<file path="src/jsp_settings.svh">
// Shared widths and depth of the JTAG serial port engine
// Byte width, counter and level width, FIFO depth

`ifndef JSP_SETTINGS_SVH
`define JSP_SETTINGS_SVH

// Width of one byte moved over the scan chain
`define JSP_BYTE_W 8

// Byte counters and FIFO levels, one nibble of the status byte
`define JSP_COUNT_W 4

// Entries per FIFO
// Must stay at or below the largest count value (15)
`define JSP_FIFO_DEPTH 8

`endif

</file>
<file path="src/jsp_pkg.sv">
// Types shared by the serial port engine
// Input and output FSM state encodings
// TAP state decode bundle fed to both controllers

`default_nettype none

package jsp_pkg;

  //////////////////////////////////////////////////////////////////////
  // FSM states
  //////////////////////////////////////////////////////////////////////

  // Input side, host to receive FIFO
  typedef enum logic [1:0] {
    WR_IDLE   = 2'h0,  // Waiting for capture with select
    WR_WAIT   = 2'h1,  // Waiting for the start bit (multi-device chain)
    WR_COUNTS = 2'h2,  // Shifting in the count byte
    WR_XFER   = 2'h3   // Shifting in data bytes
  } wr_state_e;

  // Output side, transmit FIFO to host
  typedef enum logic [1:0] {
    RD_IDLE   = 2'h0,  // Waiting for capture with select
    RD_COUNTS = 2'h1,  // Shifting out the status byte
    RD_RDACK  = 2'h2,  // First bit of a data byte, head gets popped
    RD_XFER   = 2'h3   // Remaining bits of a data byte
  } rd_state_e;

  //////////////////////////////////////////////////////////////////////
  // TAP control
  //////////////////////////////////////////////////////////////////////

  typedef struct packed {
    logic capture;  // Capture-DR
    logic shift;    // Shift-DR
    logic update;   // Update-DR
    logic select;   // This module is selected in the chain
  } tap_ctrl_t;

endpackage

`default_nettype wire

</file>
<file path="src/jsp_fifo.sv">
// Synchronous byte FIFO with fill level
// Circular buffer, read and write pointers, fill counter
// Valid/ready on both sides, push ignored when full, pop ignored when empty

`timescale 1ns/1ps
`default_nettype none

`include "jsp_settings.svh"

module jsp_fifo (
  input  logic                    tck_i,
  input  logic                    rst_i,
  input  logic [`JSP_BYTE_W-1:0]  in_data_i,
  input  logic                    in_valid_i,
  output logic                    in_ready_o,
  output logic [`JSP_BYTE_W-1:0]  out_data_o,
  output logic                    out_valid_o,
  input  logic                    out_ready_i,
  output logic [`JSP_COUNT_W-1:0] level_o
);

  localparam int depth_lp   = `JSP_FIFO_DEPTH;
  localparam int ptr_w_lp   = $clog2(depth_lp);
  localparam int count_w_lp = `JSP_COUNT_W;
  localparam logic [ptr_w_lp-1:0]     ptr_last_lp = ptr_w_lp'(depth_lp - 1);
  localparam logic [`JSP_COUNT_W-1:0] full_lvl_lp = count_w_lp'(depth_lp);

  logic [`JSP_BYTE_W-1:0]  mem_q [depth_lp];  // Storage, no reset
  logic [ptr_w_lp-1:0]     wr_ptr_q;
  logic [ptr_w_lp-1:0]     rd_ptr_q;
  logic [`JSP_COUNT_W-1:0] level_q;           // Entries held
  logic                    do_push;
  logic                    do_pop;

  assign in_ready_o  = (level_q != full_lvl_lp);
  assign out_valid_o = (level_q != '0);
  assign do_push     = in_valid_i && in_ready_o;   // Transfer on valid and ready
  assign do_pop      = out_ready_i && out_valid_o;
  assign out_data_o  = mem_q[rd_ptr_q];           // Head is always visible
  assign level_o     = level_q;

  always_ff @(posedge tck_i) begin
    if (do_push) begin
      mem_q[wr_ptr_q] <= in_data_i;
    end
  end

  // Pointers wrap at the last entry so any depth works
  always_ff @(posedge tck_i or posedge rst_i) begin
    if (rst_i) begin
      wr_ptr_q <= '0;
      rd_ptr_q <= '0;
      level_q  <= '0;
    end else begin
      if (do_push) begin
        wr_ptr_q <= (wr_ptr_q == ptr_last_lp) ? '0 : wr_ptr_q + 1'b1;
      end
      if (do_pop) begin
        rd_ptr_q <= (rd_ptr_q == ptr_last_lp) ? '0 : rd_ptr_q + 1'b1;
      end
      case ({do_push, do_pop})
        2'b10:   level_q <= level_q + 1'b1;
        2'b01:   level_q <= level_q - 1'b1;
        default: level_q <= level_q;  // Both or neither
      endcase
    end
  end

endmodule

`default_nettype wire

</file>
<file path="src/jsp_in_ctrl.sv">
// Input control for the serial port engine
// FSM for start bit, count byte and data bytes from TDI
// Write bit counter, user and space byte counters, TDI history
// Drives the push strobe and push data of the receive FIFO

`timescale 1ns/1ps
`default_nettype none

`include "jsp_settings.svh"

module jsp_in_ctrl #(
  parameter bit multi_chain_p = 1'b1  // Wait for a start bit before the count byte
) (
  input  logic                    tck_i,
  input  logic                    rst_i,
  input  jsp_pkg::tap_ctrl_t      tap_i,
  input  logic                    tdi_i,
  input  logic [`JSP_COUNT_W-1:0] rx_level_i,
  output logic                    push_o,
  output logic [`JSP_BYTE_W-1:0]  push_data_o
);

  import jsp_pkg::*;

  localparam int bit_w_lp   = $clog2(`JSP_BYTE_W);
  localparam int count_w_lp = `JSP_COUNT_W;
  localparam logic [bit_w_lp-1:0] bit_max_lp = bit_w_lp'(`JSP_BYTE_W - 1);

  wr_state_e               state_q;
  wr_state_e               state_d;
  logic [bit_w_lp-1:0]     bit_cnt_q;    // Bits shifted in of the current byte
  logic [`JSP_COUNT_W-1:0] space_q;      // Receive space left, taken at capture
  logic [`JSP_COUNT_W-1:0] user_q;       // Bytes the host still announces
  logic [`JSP_BYTE_W-2:0]  hist_q;       // Last 7 TDI bits, newest at the top
  logic [`JSP_COUNT_W-1:0] free_space;
  logic [`JSP_COUNT_W-1:0] user_count;
  logic                    start;
  logic                    bit_max;
  logic                    byte_done;
  logic                    counts_ok;

  //////////////////////////////////////////////////////////////////////
  // Datapath
  //////////////////////////////////////////////////////////////////////

  assign free_space  = count_w_lp'(`JSP_FIFO_DEPTH) - rx_level_i;
  assign start       = tap_i.capture && tap_i.select;
  assign bit_max     = (bit_cnt_q == bit_max_lp);
  assign byte_done   = tap_i.shift && bit_max;    // Eighth bit on TDI now
  assign push_data_o = {tdi_i, hist_q};           // LSB arrived first
  assign user_count  = push_data_o[`JSP_BYTE_W-1 -: `JSP_COUNT_W];
  assign counts_ok   = (space_q != '0) && (user_q != '0);

  // Push on the edge that samples the last data bit
  assign push_o = (state_q == WR_XFER) && byte_done && counts_ok;

  // Shift history, payload only
  always_ff @(posedge tck_i) begin
    if (tap_i.shift) begin
      hist_q <= {tdi_i, hist_q[`JSP_BYTE_W-2:1]};
    end
  end

  //////////////////////////////////////////////////////////////////////
  // Input FSM
  //////////////////////////////////////////////////////////////////////

  always_comb begin
    state_d = state_q;
    unique case (state_q)
      WR_IDLE: begin
        if (start) begin
          if (multi_chain_p) begin
            state_d = WR_WAIT;
          end else begin
            state_d = WR_COUNTS;
          end
        end
      end
      WR_WAIT: begin
        if (tap_i.shift && tdi_i) state_d = WR_COUNTS;  // Start bit, not counted
      end
      WR_COUNTS: begin
        if (byte_done) state_d = WR_XFER;
      end
      WR_XFER: begin
        state_d = WR_XFER;  // Stay until update
      end
      default: state_d = WR_IDLE;
    endcase
    // Update ends the scan, partial byte is dropped
    if (tap_i.update) state_d = WR_IDLE;
  end

  // State and counters, nothing moves outside Shift-DR
  always_ff @(posedge tck_i or posedge rst_i) begin
    if (rst_i) begin
      state_q   <= WR_IDLE;
      bit_cnt_q <= '0;
      space_q   <= '0;
      user_q    <= '0;
    end else begin
      state_q <= state_d;
      case (state_q)
        WR_IDLE: begin
          if (start) begin
            bit_cnt_q <= '0;
            space_q   <= free_space;  // Space only grows from here on
          end
        end
        WR_COUNTS: begin
          if (tap_i.shift) begin
            bit_cnt_q <= bit_max ? '0 : bit_cnt_q + 1'b1;
            if (bit_max) user_q <= user_count;  // Upper nibble of count byte
          end
        end
        WR_XFER: begin
          if (tap_i.shift) begin
            bit_cnt_q <= bit_max ? '0 : bit_cnt_q + 1'b1;
            if (push_o) begin
              space_q <= space_q - 1'b1;
              user_q  <= user_q - 1'b1;
            end
          end
        end
        default: ;  // WR_WAIT holds the counters
      endcase
    end
  end

endmodule

`default_nettype wire

</file>
<file path="src/jsp_out_ctrl.sv">
// Output control for the serial port engine
// FSM for the status byte and the data bytes to TDO
// Read bit counter, output byte counter, output shift register
// Drives the pop strobe of the transmit FIFO

`timescale 1ns/1ps
`default_nettype none

`include "jsp_settings.svh"

module jsp_out_ctrl (
  input  logic                    tck_i,
  input  logic                    rst_i,
  input  jsp_pkg::tap_ctrl_t      tap_i,
  input  logic [`JSP_BYTE_W-1:0]  tx_data_i,
  input  logic [`JSP_COUNT_W-1:0] tx_level_i,
  input  logic [`JSP_COUNT_W-1:0] rx_level_i,
  output logic                    pop_o,
  output logic                    module_tdo_o
);

  import jsp_pkg::*;

  localparam int bit_w_lp   = $clog2(`JSP_BYTE_W);
  localparam int count_w_lp = `JSP_COUNT_W;
  localparam logic [bit_w_lp-1:0] bit_max_lp = bit_w_lp'(`JSP_BYTE_W - 1);

  rd_state_e               state_q;
  rd_state_e               state_d;
  logic [bit_w_lp-1:0]     bit_cnt_q;    // Bits shifted out of the current byte
  logic [`JSP_COUNT_W-1:0] out_cnt_q;    // Transmit bytes still to send
  logic [`JSP_BYTE_W-1:0]  shift_q;      // Parallel load, shifts toward bit 0
  logic [`JSP_COUNT_W-1:0] free_space;
  logic [`JSP_BYTE_W-1:0]  status_byte;
  logic                    start;
  logic                    bit_max;
  logic                    byte_end;
  logic                    out_cnt_zero;
  logic                    load_head;

  //////////////////////////////////////////////////////////////////////
  // Datapath
  //////////////////////////////////////////////////////////////////////

  assign free_space   = count_w_lp'(`JSP_FIFO_DEPTH) - rx_level_i;
  assign status_byte  = {tx_level_i, free_space};  // Fill high, space low
  assign start        = tap_i.capture && tap_i.select && (state_q == RD_IDLE);
  assign bit_max      = (bit_cnt_q == bit_max_lp);
  assign byte_end     = tap_i.shift && bit_max;
  assign out_cnt_zero = (out_cnt_q == '0);

  // Next byte replaces the shift at the end of each group of 8 bits
  assign load_head = byte_end && !out_cnt_zero &&
                     ((state_q == RD_COUNTS) || (state_q == RD_XFER));

  // Ack of the loaded head during its first bit
  assign pop_o = (state_q == RD_RDACK) && tap_i.shift && !out_cnt_zero;

  assign module_tdo_o = shift_q[0];

  //////////////////////////////////////////////////////////////////////
  // Output FSM
  //////////////////////////////////////////////////////////////////////

  // No start bit on this side
  always_comb begin
    state_d = state_q;
    unique case (state_q)
      RD_IDLE: begin
        if (start) state_d = RD_COUNTS;
      end
      RD_COUNTS: begin
        if (byte_end) state_d = RD_RDACK;
      end
      RD_RDACK: begin
        if (tap_i.shift) state_d = RD_XFER;  // Single bit in this state
      end
      RD_XFER: begin
        if (byte_end) state_d = RD_RDACK;
      end
      default: state_d = RD_IDLE;
    endcase
    if (tap_i.update) state_d = RD_IDLE;     // Back to idle on update
  end

  always_ff @(posedge tck_i or posedge rst_i) begin
    if (rst_i) begin
      state_q   <= RD_IDLE;
      bit_cnt_q <= '0;
      out_cnt_q <= '0;
      shift_q   <= '0;  // Keeps TDO low out of reset
    end else begin
      state_q <= state_d;
      if (start) begin
        shift_q   <= status_byte;
        out_cnt_q <= tx_level_i;   // Fill only grows during the scan
        bit_cnt_q <= '0;
      end else if ((state_q != RD_IDLE) && tap_i.shift) begin
        bit_cnt_q <= bit_max ? '0 : bit_cnt_q + 1'b1;
        if (load_head) begin
          shift_q <= tx_data_i;
        end else begin
          shift_q <= {1'b0, shift_q[`JSP_BYTE_W-1:1]};  // LSB first, zero fill
        end
        // Status byte end loads without counting
        if (load_head && (state_q == RD_XFER)) begin
          out_cnt_q <= out_cnt_q - 1'b1;
        end
      end
    end
  end

endmodule

`default_nettype wire

</file>
<file path="src/jsp_top.sv">
// Top level of the JTAG serial port engine
// Input and output controllers
// Receive and transmit byte FIFOs with valid/ready streams

`timescale 1ns/1ps
`default_nettype none

`include "jsp_settings.svh"

module jsp_top #(
  parameter bit multi_chain_p = 1'b1
) (
  input  logic                   tck_i,
  input  logic                   rst_i,
  input  jsp_pkg::tap_ctrl_t     tap_i,
  input  logic                   tdi_i,
  output logic                   module_tdo_o,
  // Receive stream, host to system
  output logic [`JSP_BYTE_W-1:0] rx_data_o,
  output logic                   rx_valid_o,
  input  logic                   rx_ready_i,
  // Transmit stream, system to host
  input  logic [`JSP_BYTE_W-1:0] tx_data_i,
  input  logic                   tx_valid_i,
  output logic                   tx_ready_o
);

  logic                    push;
  logic [`JSP_BYTE_W-1:0]  push_data;
  logic                    pop;
  logic [`JSP_BYTE_W-1:0]  tx_head;    // Head of the transmit FIFO
  logic [`JSP_COUNT_W-1:0] rx_level;
  logic [`JSP_COUNT_W-1:0] tx_level;

  jsp_in_ctrl #(
    .multi_chain_p (multi_chain_p)
  ) u_in_ctrl (
    .tck_i       (tck_i),
    .rst_i       (rst_i),
    .tap_i       (tap_i),
    .tdi_i       (tdi_i),
    .rx_level_i  (rx_level),
    .push_o      (push),
    .push_data_o (push_data)
  );

  jsp_out_ctrl u_out_ctrl (
    .tck_i        (tck_i),
    .rst_i        (rst_i),
    .tap_i        (tap_i),
    .tx_data_i    (tx_head),
    .tx_level_i   (tx_level),
    .rx_level_i   (rx_level),
    .pop_o        (pop),
    .module_tdo_o (module_tdo_o)
  );

  // Space is tracked by the input byte counter, ready unused
  jsp_fifo u_rx_fifo (
    .tck_i       (tck_i),
    .rst_i       (rst_i),
    .in_data_i   (push_data),
    .in_valid_i  (push),
    .in_ready_o  (),
    .out_data_o  (rx_data_o),
    .out_valid_o (rx_valid_o),
    .out_ready_i (rx_ready_i),
    .level_o     (rx_level)
  );

  // Pops are bounded by the output byte count
  jsp_fifo u_tx_fifo (
    .tck_i       (tck_i),
    .rst_i       (rst_i),
    .in_data_i   (tx_data_i),
    .in_valid_i  (tx_valid_i),
    .in_ready_o  (tx_ready_o),
    .out_data_o  (tx_head),
    .out_valid_o (),
    .out_ready_i (pop),
    .level_o     (tx_level)
  );

endmodule

`default_nettype wire

</file>
<file path="config.mk">
export PLATFORM = sky130hd
export DESIGN_NAME = jsp_top
export DESIGN_NICKNAME = d
export VERILOG_FILES = /design/src/jsp_pkg.sv /design/src/jsp_fifo.sv /design/src/jsp_in_ctrl.sv /design/src/jsp_out_ctrl.sv /design/src/jsp_top.sv
export VERILOG_INCLUDE_DIRS = /design/src
export SDC_FILE = /design/constraint.sdc
export NUM_CORES = 1
export LEC_CHECK = 0
export ABC_AREA = 1
export BUFFER_PORTS_ARGS = -buffer_cell sky130_fd_sc_hd__buf_2
export CAP_MARGIN = 20
export CORE_MARGIN = 4
export CORE_UTILIZATION = 55
export DETAILED_ROUTE_END_ITERATION = 12
export PLACE_DENSITY_LB_ADDON = 0.1
export RECOVER_POWER = 100
export SYNTH_ARGS = -nofsm -noshare
export SYNTH_HDL_FRONTEND = slang
export SYNTH_HIERARCHICAL = 1
export SYNTH_SLANG_ARGS = --single-unit
</file>
<file path="constraint.sdc">
create_clock -name tck_i -period 2.79 [get_ports tck_i]
set_clock_uncertainty 0.15 [all_clocks]
set_input_delay 0.279 -clock tck_i [delete_from_list [all_inputs] [get_ports tck_i]]
set_output_delay 0.279 -clock tck_i [all_outputs]
set_load 0.05 [all_outputs]
</file>
---- Yosys cells after proc, flatten, opt, wreduce, memory -nomap -nowiden ----
Memory sizes are Yosys's and may differ from the RTL's.
Index checks and enable logic that the tools add are counted.
operators by class
  add/sub/neg operators ................... 14
  equality and inequality tests ........... 30
  multiplexer cells ....................... 42
  reductions and logical operators ........ 43
operators by type and width
  cell                 count
  $mux 4               10
  $pmux 4 s2           4
  $mux 3               10
  $mux 8               3
  $sub 4x1->4 const B  5
  $add 3x1->3 const B  6
  $eq 3x3->1 const B   6
  $logic_and 1x1->1    18
  $mux 2               8
  $reduce_bool 2->1    8
  $reduce_bool 4->1    4
  $eq 2x2->1 const B   6
  $ne 3x2->1 const B   4
  $reduce_and 3->1     3
  $add 4x1->4 const B  2
  $eq 2x1->1 const B   4
  $ne 2x1->1 const B   4
  $ne 4x4->1 const B   2
  $pmux 2 s4           1
  $pmux 2 s3           1
  $pmux 3 s2           1
  $reduce_and 5->1     1
  $logic_not 2->1      2
  $logic_not 4->1      1
  other kinds (10)     15
storage, ports and cells
  register bits after elaboration ......... 57
  memory bits (writable) .................. 128
  word-level logic and storage cells ...... 146
  memories ................................ 2
memories
  memory           words  bits a word  rd ports  clocked after Yosys merged registers in  write ports  line            source
  u_rx_fifo.mem_q  8      8            1         0                                        1            jsp_fifo.sv:28  logic [`JSP_BYTE_W-1:0] mem_q [depth_lp];
  u_tx_fifo.mem_q  8      8            1         0                                        1            jsp_fifo.sv:28

---- Depth between registers and ports, before layout ----
Gate-level depths: netlist (run 1).
  depth after elaboration ................. 8
  gate-level depth with buffers ........... 16

---- Cells and area by module ----
The synthesis (run 1) kept the hierarchy.
modules (own cells, without submodules)
  module                times used  cells each  area each (um2)  seq. area each (um2)
  jsp_fifo (u_tx_fifo)  1           364         3432.0           2172.1
  jsp_fifo (u_rx_fifo)  1           363         3427.0           2172.1
  jsp_in_ctrl           1           143         1166.1           535.5
  jsp_out_ctrl          1           149         1136.1           425.4

---- Worst setup path before layout (run 1) ----
No wires, ideal clock.
  kind .................................... register -> register
  start ................................... register u_rx_fifo.level_q[0], in the netlist u_rx_fifo/level_o[0]
  end ..................................... register u_rx_fifo.level_q[3], in the netlist u_rx_fifo/level_o[3]
  setup time .............................. 0.117 ns
  data arrival time ....................... 2.368 ns
  data required time ...................... 2.523 ns
  setup slack ............................. 0.154 ns
  cell stages (with the launch flop) ...... 12
  period minus slack after synthesis ...... 2.636 ns
  cell sequence ........................... dfrtp_1 -> nor2_2 -> nand3_1 -> nand2_1 -> inv_1 -> ha_1 -> ha_1 -> or2_2 -> nand2_1 -> nand2_1 -> nand3_1 -> nand2_1
on the way
  word-level cells in the longest chain between the ends .. 4
ends and longest elaborated chain
  element                                          line            source
  start, declared                                  jsp_fifo.sv:31  logic [`JSP_COUNT_W-1:0] level_q;
  start signal, assigned                           jsp_fifo.sv:62  2'b10: level_q <= level_q + 1'b1;
  start signal, assigned                           jsp_fifo.sv:63  2'b01: level_q <= level_q - 1'b1;
  start signal, assigned                           jsp_fifo.sv:64  default: level_q <= level_q;
  $reduce_bool 4->1 (*)                            jsp_fifo.sv:36  assign out_valid_o = (level_q != '0);
  net rx_valid_o                                   jsp_top.sv:20   output logic rx_valid_o,
  $logic_and 1x1->1 (*)                            jsp_fifo.sv:38  assign do_pop = out_ready_i && out_valid_o;
  net u_rx_fifo.do_pop                             jsp_fifo.sv:33  logic do_pop;
  $eq 2x1->1 or $eq 2x2->1 (tied branches)         jsp_fifo.sv:61  case ({do_push, do_pop})
  $pmux 4 s2 or $reduce_bool 2->1 (tied branches)  --
Mark *: on every way through the listed nets, which the timed path passes. The rest lies on a longest branch.
A chain may end at the register's enable or synchronous reset.

---- Worst setup path in the final report (run 1) ----
  start ................................... register u_in_ctrl.bit_cnt_q[0]
  end ..................................... register u_rx_fifo.level_q[3], in the netlist u_rx_fifo/level_o[3]
on the way
  word-level cells in the longest chain between the ends .. 7
ends and longest elaborated chain
  element                                          line                source
  start, declared                                  jsp_in_ctrl.sv:31   logic [bit_w_lp-1:0] bit_cnt_q;
  start signal, assigned                           jsp_in_ctrl.sv:113  bit_cnt_q <= bit_max ? '0 : bit_cnt_q + 1'b1;
  start signal, assigned                           jsp_in_ctrl.sv:119  bit_cnt_q <= bit_max ? '0 : bit_cnt_q + 1'b1;
  $eq 3x3->1 (*)                                   jsp_in_ctrl.sv:48   assign bit_max = (bit_cnt_q == bit_max_lp);
  $logic_and 1x1->1 (*)                            jsp_in_ctrl.sv:49   assign byte_done = tap_i.shift && bit_max;
  $logic_and 1x1->1 (*) (2 in a row)               jsp_in_ctrl.sv:55   assign push_o = (state_q == WR_XFER) && byte_done && counts_ok;
  net push                                         jsp_top.sv:28       logic push;
  $logic_and 1x1->1 (*)                            jsp_fifo.sv:37      assign do_push = in_valid_i && in_ready_o;
  $eq 2x1->1 or $eq 2x2->1 (tied branches)         jsp_fifo.sv:61
  $pmux 4 s2 or $reduce_bool 2->1 (tied branches)  --
Marks and branches as above.

==> results by group, run 1 <==
Route
  • Drt first pass iters: 5
  • DR iter-0 viols: 388
  • Post-route DRC: 0
  • Drt total wl: 17040 um
  • Wire per inst: 13.09 um
  • Post-route ant nets: 0
  • Via density: 4.832
  • Via count: 6291

Timing
  • Fin crit share: 0.9009
  • Min Tclk post-route: 2514 ps
  • Final Hold Vio Count: 0
  • Setup TNS Final: 0 ps
  • Measured slew at the worst slew-check pin: 931.3 ps
  • RSZ-0062 raised after global routing: false
  • Setup-failing EPs final: 0
  • Count of final max-slew check failures: 0
  • Fin worst setup slack: 276.4 ps
  • Slew headroom: 0.3792
  • Max frequency: 397.8 MHz

Cells and area
  • Reg area: 0.005309 mm^2
  • Nets: 1115
  • Fillers: 1353
  • N_diodes: 0
  • Combined area of the multi-input logic cells: 0.003029 mm^2
  • Area delta synth->final: 10.82%
  • Ratio of cells with drive above 1 in the final layout: 0.07735

Place
  • Final HPWL DP: 11460 um
  • RD Place Congestion: 0.8379
  • Port-buffer cells: 27
  • DP Worst Slack: 303.4 ps

Pwr
  • Power per cell area: 676.4 mW/mm^2
  • Peak VDD IR: 0.4838 mV
  • Total power: 6867 uW
  • Static leakage: 0.004600 uW

Job
  • Number of max-cap violations: 0

Die
  • Core Area: 0.01612 mm^2
  • Die X-Extent: 137.1 um
  • Die Height: 137.1 um
  • Starting Density: 0.5685
  • FP Rows: 46
  • Die area: 0.01879 mm^2
  • Io pins: 28

CTS
  • CTS tree: built
  • # H-tree levels: 4
  • Clk sinks: 185
  • Reg clk slew, reported paths: 70 ps
  • Worst skew pair latency: 430 ps
  • Clock tree buffer depth: 2
  • Num CTS Buffers: 17
  • Root Driver: clkbuf_16
  • Setup Fix Bufs, Post-CTS: 0

Synth
  • Post-synth top flop: edfxtp_1
  • Synth Instances: 1019
  • Synth unique cells: 37
  • FFs w/ async S/R, synth: 0.2703
  • Synth top area share: 0.4425
  • Yosys reg bits: 185
  • Post-Syn Nets: 1061
  • Dominant cells by area after synthesis: edfxtp_1, nand2_1, dfrtp_1
  • Yosys Warn Count: 6
  • Post-Synthesis Cell Area: 0.009161 mm^2
  • Sequential-to-total area share from yosys stat: 0.5791
  • Synth top cells by count: nand2_1, nor2_1, inv_1, edfxtp_1, dfrtp_1
  • Most frequent cell after synthesis: nand2_1
  • Avg Cell Area, Syn: 8.990 um^2
  • Synth area leader: edfxtp_1
  • Post-synth EDFFs: 135

Setup path
  • Type of origin of the critical path: flip-flop
  • CP required: 2960 ps
  • Crit path max fanout: 4
  • Critical path class: flip-flop to flip-flop
  • Worst path arrival time: 2680 ps
  • Worst setup EP type: flip-flop

Global routing
  • GRT Resource Usage Total: 0.1956
  • Vias in the first global route: 5784
  • Total global routing overflow: 0
  • First-pass GRT wire length: 28210 um
  • Antenna violations before repair: 0
  • Largest net degree at the start of global routing: 65

Min path
  • Min-Delay Path Class: input port to flip-flop

Status
  • Status: finished clean
==> path summary, 6_finish.rpt <==
path / from / endpoint / slack [ps] / depth (start not counted)
max in group asynchronous: rst_i / u_out_ctrl/shift_q[1] / 1650 / 3
hold reg to reg: u_out_ctrl/out_cnt_q[3] / u_out_ctrl/out_cnt_q[3] / 340 / 2
min in group asynchronous: rst_i / u_rx_fifo/level_o[0] / 300 / 3
setup / recovery: u_in_ctrl/bit_cnt_q[0] / u_rx_fifo/level_o[3] / 280 / 14
setup reg to reg: u_in_ctrl/bit_cnt_q[0] / u_rx_fifo/level_o[3] / 280 / 14
hold / removal: rx_ready_i / u_rx_fifo/rd_ptr_q[2] / 100 / 4
==> state kept, by name, indices dropped and copies added (netlist names) <==
register / cells
u_out_ctrl/state_q: 2
u_tx_fifo/rd_ptr_q: 3
u_in_ctrl/hist_q: 7
u_out_ctrl/out_cnt_q: 4
u_tx_fifo/mem_q: 64
u_rx_fifo/level_o: 4
u_rx_fifo/wr_ptr_q: 3
u_in_ctrl/user_q: 4
u_in_ctrl/state_q: 2
u_rx_fifo/mem_q: 64
u_in_ctrl/space_q: 4
u_tx_fifo/wr_ptr_q: 3
u_rx_fifo/rd_ptr_q: 3
u_in_ctrl/bit_cnt_q: 3
u_out_ctrl/bit_cnt_q: 3
u_out_ctrl/shift_q: 8
u_tx_fifo/level_o: 4
==> worst max-delay path, stage by stage, from the launching register on <==
cell and delay, ps:
dfrtp_1 360, ha_1 160, ha_1 160, nand2_1 110
nor2_4 130, nand3_4 100, inv_1 90, nand2_1 80
ha_1 260, ha_1 310, or2_2 290, nand2_1 70
nand2_1 40, nand3_1 60, nand2_1 50
==> cells by family (layout without fill, tap and decap cells) <==
kind of cell,after synthesis,count (layout),share of synthesized area
AO/OA/AOI/OAI,50,50,0.03223
XOR/XNOR,6,6,0.005737
adder cells (fa/ha/maj),25,25,0.03578
buffers and inverters,174,241,0.08413
flip-flops,185,185,0.5791
AND/OR/NAND/NOR,579,579,0.2630
==> layout by cell type (no fill, tap or decap), drive strengths merged <==
cell,n
nor3,17
nand4,3
o211ai,1
xnor2,3
dlygate4sd3,11
dfrtp,50
o31ai,2
buf,13
clkinvlp,1
o21ai,33
nand2,347
fa,2
a21oi,12
xor2,3
or2,5
nand3,42
nor3b,1
edfxtp,135
clkinv,8
ha,23
a22o,2
inv,147
bufinv,4
nor2,158
nand3b,6
clkbuf,57
==> routing by layer <==
metal | track usage | share of wire | vias to the layer above
li1 | - | - | 3309
met1 | 0.2552 | 0.46 | 2905
met2 | 0.3330 | 0.50 | 62
met3 | 0.03934 | 0.027 | 15
met4 | 0.05654 | 0.0098 | 0
met5 | 0 | 0 | -
==> what timing repair did <==
item                                    4_1_cts  5_1_grt
endpoints found under the setup margin        0        8
hold endpoints to repair                    119        0
resized for setup                             0        1
hold buffers                                 11        0
==> metrics by stage <==
stage	cell area [um^2]	hold slack (ps)	utilization	cells
after CTS	10290	62.83	0.6383	1302
after global routing	10150	117.1	0.6300	1302
after detailed placement	9550	175.7	0.5926	1259
final	10150	100.4	0.6300	1302
after global placement	9550	186.4	0.5926	1259
after floorplan	9161	-30.82	-	1019
==> final cells by class <==
class,instances,area share
repair buffers,64,0.03685
multi-input cells,660,0.2984
clock inverters,15,0.01972
clock buffers,17,0.04190
flip-flops and latches,185,0.5229
well taps,216,0.02662
inverters,145,0.05361
==> report_power, final <==
part / switching [uW] / leakage [uW] / internal, uW
Combinational: 621 / 0.00242 / 320
Clock: 1020 / 0.000304 / 1500
Sequential: 163 / 0.00188 / 3240
Total: 1800 / 0.00460 / 5070
Note: power is estimated with default switching activity, not from simulation.
==> run 2, diff against run 1 <==
==> constraint.sdc (replaced) <==
create_clock -name tck_i -period 3.2 [get_ports tck_i]
set_clock_uncertainty 0.15 [all_clocks]
set_input_delay 0.32 -clock tck_i [delete_from_list [all_inputs] [get_ports tck_i]]
set_output_delay 0.32 -clock tck_i [all_outputs]
set_load 0.05 [all_outputs]
==> run 2 against run 1 <==
Net effect:
- clock power down 19%
- register-to-register slack better by 80 ps
- worst setup slack better by 78 ps
- sequential cell count unchanged
==> results by group, run 2 (synthesis gave the netlist of run 1 again) <==
Global routing
  • Largest net degree at the start of global routing: 42 (was 65)
  • Total global routing overflow: 0 (unchanged)
  • Antenna violations before repair: 0 (unchanged)
  • GRT Resource Usage Total: 0.1908 (was 0.1956)
  • Vias in the first global route: 5687 (was 5784)
  • First-pass GRT wire length: 27660 um (was 28210 um)

Pwr
  • Switching power total: 1543 uW (was 1799 uW)
  • Static leakage: 0.004501 uW (was 0.004600 uW)
  • Seq pwr share: 0.513 (was 0.496)
  • P_int: 4252 uW (was 5068 uW)
  • Total power: 5796 uW (was 6867 uW)
  • Peak VDD IR: 0.4656 mV (was 0.4838 mV)
  • Clock Power Share: 0.351 (was 0.367)
  • Gate power share: 0.136 (was 0.137)
  • Power per cell area: 580.9 mW/mm^2 (was 676.4 mW/mm^2)
  • Net Sw Frac: 0.2663 (was 0.2620)

Setup path
  • Crit-path cells: nand2_4 -> nor2_1 -> nand3_4 -> inv_1 -> nand2_1 -> ha_1 -> ha_1 -> or2_2 -> nand2_1 -> nand2_1 -> nand3_1 -> nand2_1 (was ha_1 -> ha_1 -> nand2_1 -> nor2_4 -> nand3_4 -> inv_1 -> nand2_1 -> ha_1 -> ha_1 -> or2_2 -> nand2_1 -> nand2_1 -> nand3_1 -> nand2_1)
  • Critical path class: flip-flop to flip-flop (unchanged)
  • CP required: 3370 ps (was 2960 ps)
  • Worst path arrival time: 3010 ps (was 2680 ps)
  • Worst setup EP type: flip-flop (unchanged)
  • Crit path max fanout: 15 (was 4)
  • Reg2reg path depth: 12 (was 14)
  • RR Startpoint: u_in_ctrl/state_q[1] (was u_in_ctrl/bit_cnt_q[0])
  • Delay-heaviest family, CP: simple AND/OR/NAND/NOR gates (unchanged)
  • Reg2Reg Setup Slack: 350 ps (was 280 ps)
  • Type of origin of the critical path: flip-flop (unchanged)
  • FF-to-FF End: u_rx_fifo/level_o[3] (unchanged)
  • Crit-path most repeated cell: nand2_1 (unchanged)
  • CP max-delay cell: dfrtp_1 (unchanged)
  • Crit path largest cell delay: 520 ps (was 360 ps)
  • Worst Setup SP: u_in_ctrl/state_q[1] (was u_in_ctrl/bit_cnt_q[0])
  • WP buf/inv: 1 (unchanged)

Die
  • Die X-Extent: 137.1 um (unchanged)
  • Io pins: 28 (unchanged)
  • Starting Density: 0.5685 (unchanged)
  • Die Height: 137.1 um (unchanged)
  • FP Rows: 46 (unchanged)
  • Core Area: 0.01612 mm^2 (unchanged)
  • Die area: 0.01879 mm^2 (unchanged)

Route
  • Via density: 4.880 (was 4.832)
  • Drt first pass iters: 5 (unchanged)
  • Drt total wl: 16710 um (was 17040 um)
  • Post-route DRC: 0 (unchanged)
  • Via count: 6290 (was 6291)
  • DR iter-0 viols: 392 (was 388)
  • Wire per inst: 12.96 um (was 13.09 um)
  • Post-route ant nets: 0 (unchanged)

Place
  • Final HPWL DP: 11290 um (was 11460 um)
  • Port-buffer cells: 27 (unchanged)
  • Area of placed instances: 0.009525 mm^2 (was 0.009550 mm^2)
  • RD Place Congestion: 0.8049 (was 0.8379)

Status
  • Status: finished clean (unchanged)

CTS
  • CTS tree: built (unchanged)
  • Worst skew pair latency: 420 ps (was 430 ps)
  • Root Driver: clkbuf_16 (unchanged)
  • Clock tree buffer depth: 2 (unchanged)
  • # H-tree levels: 4 (unchanged)
  • Num CTS Buffers: 17 (unchanged)
  • CTS resizes: 0 (unchanged)
  • Clk sinks: 185 (unchanged)
  • Hold-fix buffers, CTS: 3 (was 11)
  • Reg clk slew, reported paths: 70 ps (about the same)
  • Setup Fix Bufs, Post-CTS: 0 (unchanged)

Min path
  • Worst Hold Launch: tx_data_i[4] (was rx_ready_i)
  • Min-Delay Path Class: input port to flip-flop (unchanged)
  • Hold-critical path depth: 1 (was 4)
  • Hold endpoint: u_tx_fifo/mem_q[0][4] (was u_rx_fifo/rd_ptr_q[2])

Cells and area
  • Commonest cells after routing, fill and taps aside: nand2_1, nor2_1, inv_1 (unchanged)
  • N_diodes: 0 (unchanged)
  • Fillers: 1425 (was 1353)
  • Biggest regs: u_rx_fifo/mem_q (64), u_tx_fifo/mem_q (64), u_out_ctrl/shift_q (8) (unchanged)
  • Fin area: 0.009977 mm^2 (was 0.01015 mm^2)
  • Commonest non-fill, non-tap cell in the layout: nand2_1 (unchanged)
  • Area delta synth->final: 8.905% (was 10.82%)
  • Ratio of cells with drive above 1 in the final layout: 0.06617 (was 0.07735)
  • Nets: 1102 (was 1115)

Timing
  • Max frequency: 351.5 MHz (was 397.8 MHz)
  • Setup TNS Final: 0 ps (unchanged)
  • Setup-failing EPs final: 0 (unchanged)
  • Min Tclk post-route: 2845 ps (was 2514 ps)
  • Measured slew at the worst slew-check pin: 907.0 ps (was 931.3 ps)
  • Fin crit share: 0.8892 (was 0.9009)
  • Slew headroom: 0.3953 (was 0.3792)
  • Final Hold Vio Count: 0 (unchanged)
  • RSZ-0062 raised after global routing: false (unchanged)
  • Count of final max-slew check failures: 0 (unchanged)

Job
  • Number of max-cap violations: 0 (unchanged)
[run 2: how the worst max path moves through the flow]
stage | end | slack (ps) | cells past startpoint
6_report | u_rx_fifo/level_o[3] | 350 | 12
4_1_cts | rx_data_o[3] | 350 | 7
3_3_place_gp | u_rx_fifo/level_o[3] | 650 | 14
5_1_grt | u_rx_fifo/level_o[3] | 140 | 12
3_5_place_dp | u_rx_fifo/level_o[3] | 570 | 14
2_1_floorplan | u_rx_fifo/level_o[3] | 560 | 11
[run 2: power by group through the flow]
stage	Clock, uW	Sequential [uW]	Combinational [uW]
floorplan	0	2990	645
global placement	0	3020	820
detailed placement	0	3030	834
CTS	2080	2980	839
global route	2180	3010	929
finish	2030	2980	786
[run 2: area by class of cell]
cell class	instances	area [um^2]	area share
clock buffers	18	429.2	0.04301
well taps	216	270.3	0.02709
multi-input cells	660	3012	0.3019
inverters	145	544.3	0.05455
flip-flops and latches	185	5308	0.5320
clock inverters	14	146.4	0.01467
repair buffers	51	267.8	0.02684
[run 2: stage by stage]
step,hold slack [ps],cells,util,worst slack [ps]
2_1_floorplan,10.18,1019,-,564.2
5_1_grt,111.2,1289,0.6191,141.8
3_5_place_dp,229.8,1254,0.5911,566.2
3_3_place_gp,225.4,1254,0.5911,647.5
6_report,98.74,1289,0.6191,354.7
4_1_cts,4.657,1289,0.6286,349.0
[run 2: metal layers]
metal	global-route usage	vias up	routed length, um	part of all wire
li1	-	3278	-	-
met1	0.2514	2904	7800	0.47
met2	0.3207	97	8221	0.49
met3	0.04412	11	514	0.031
met4	0.04933	0	175	0.010
met5	0	-	0	0
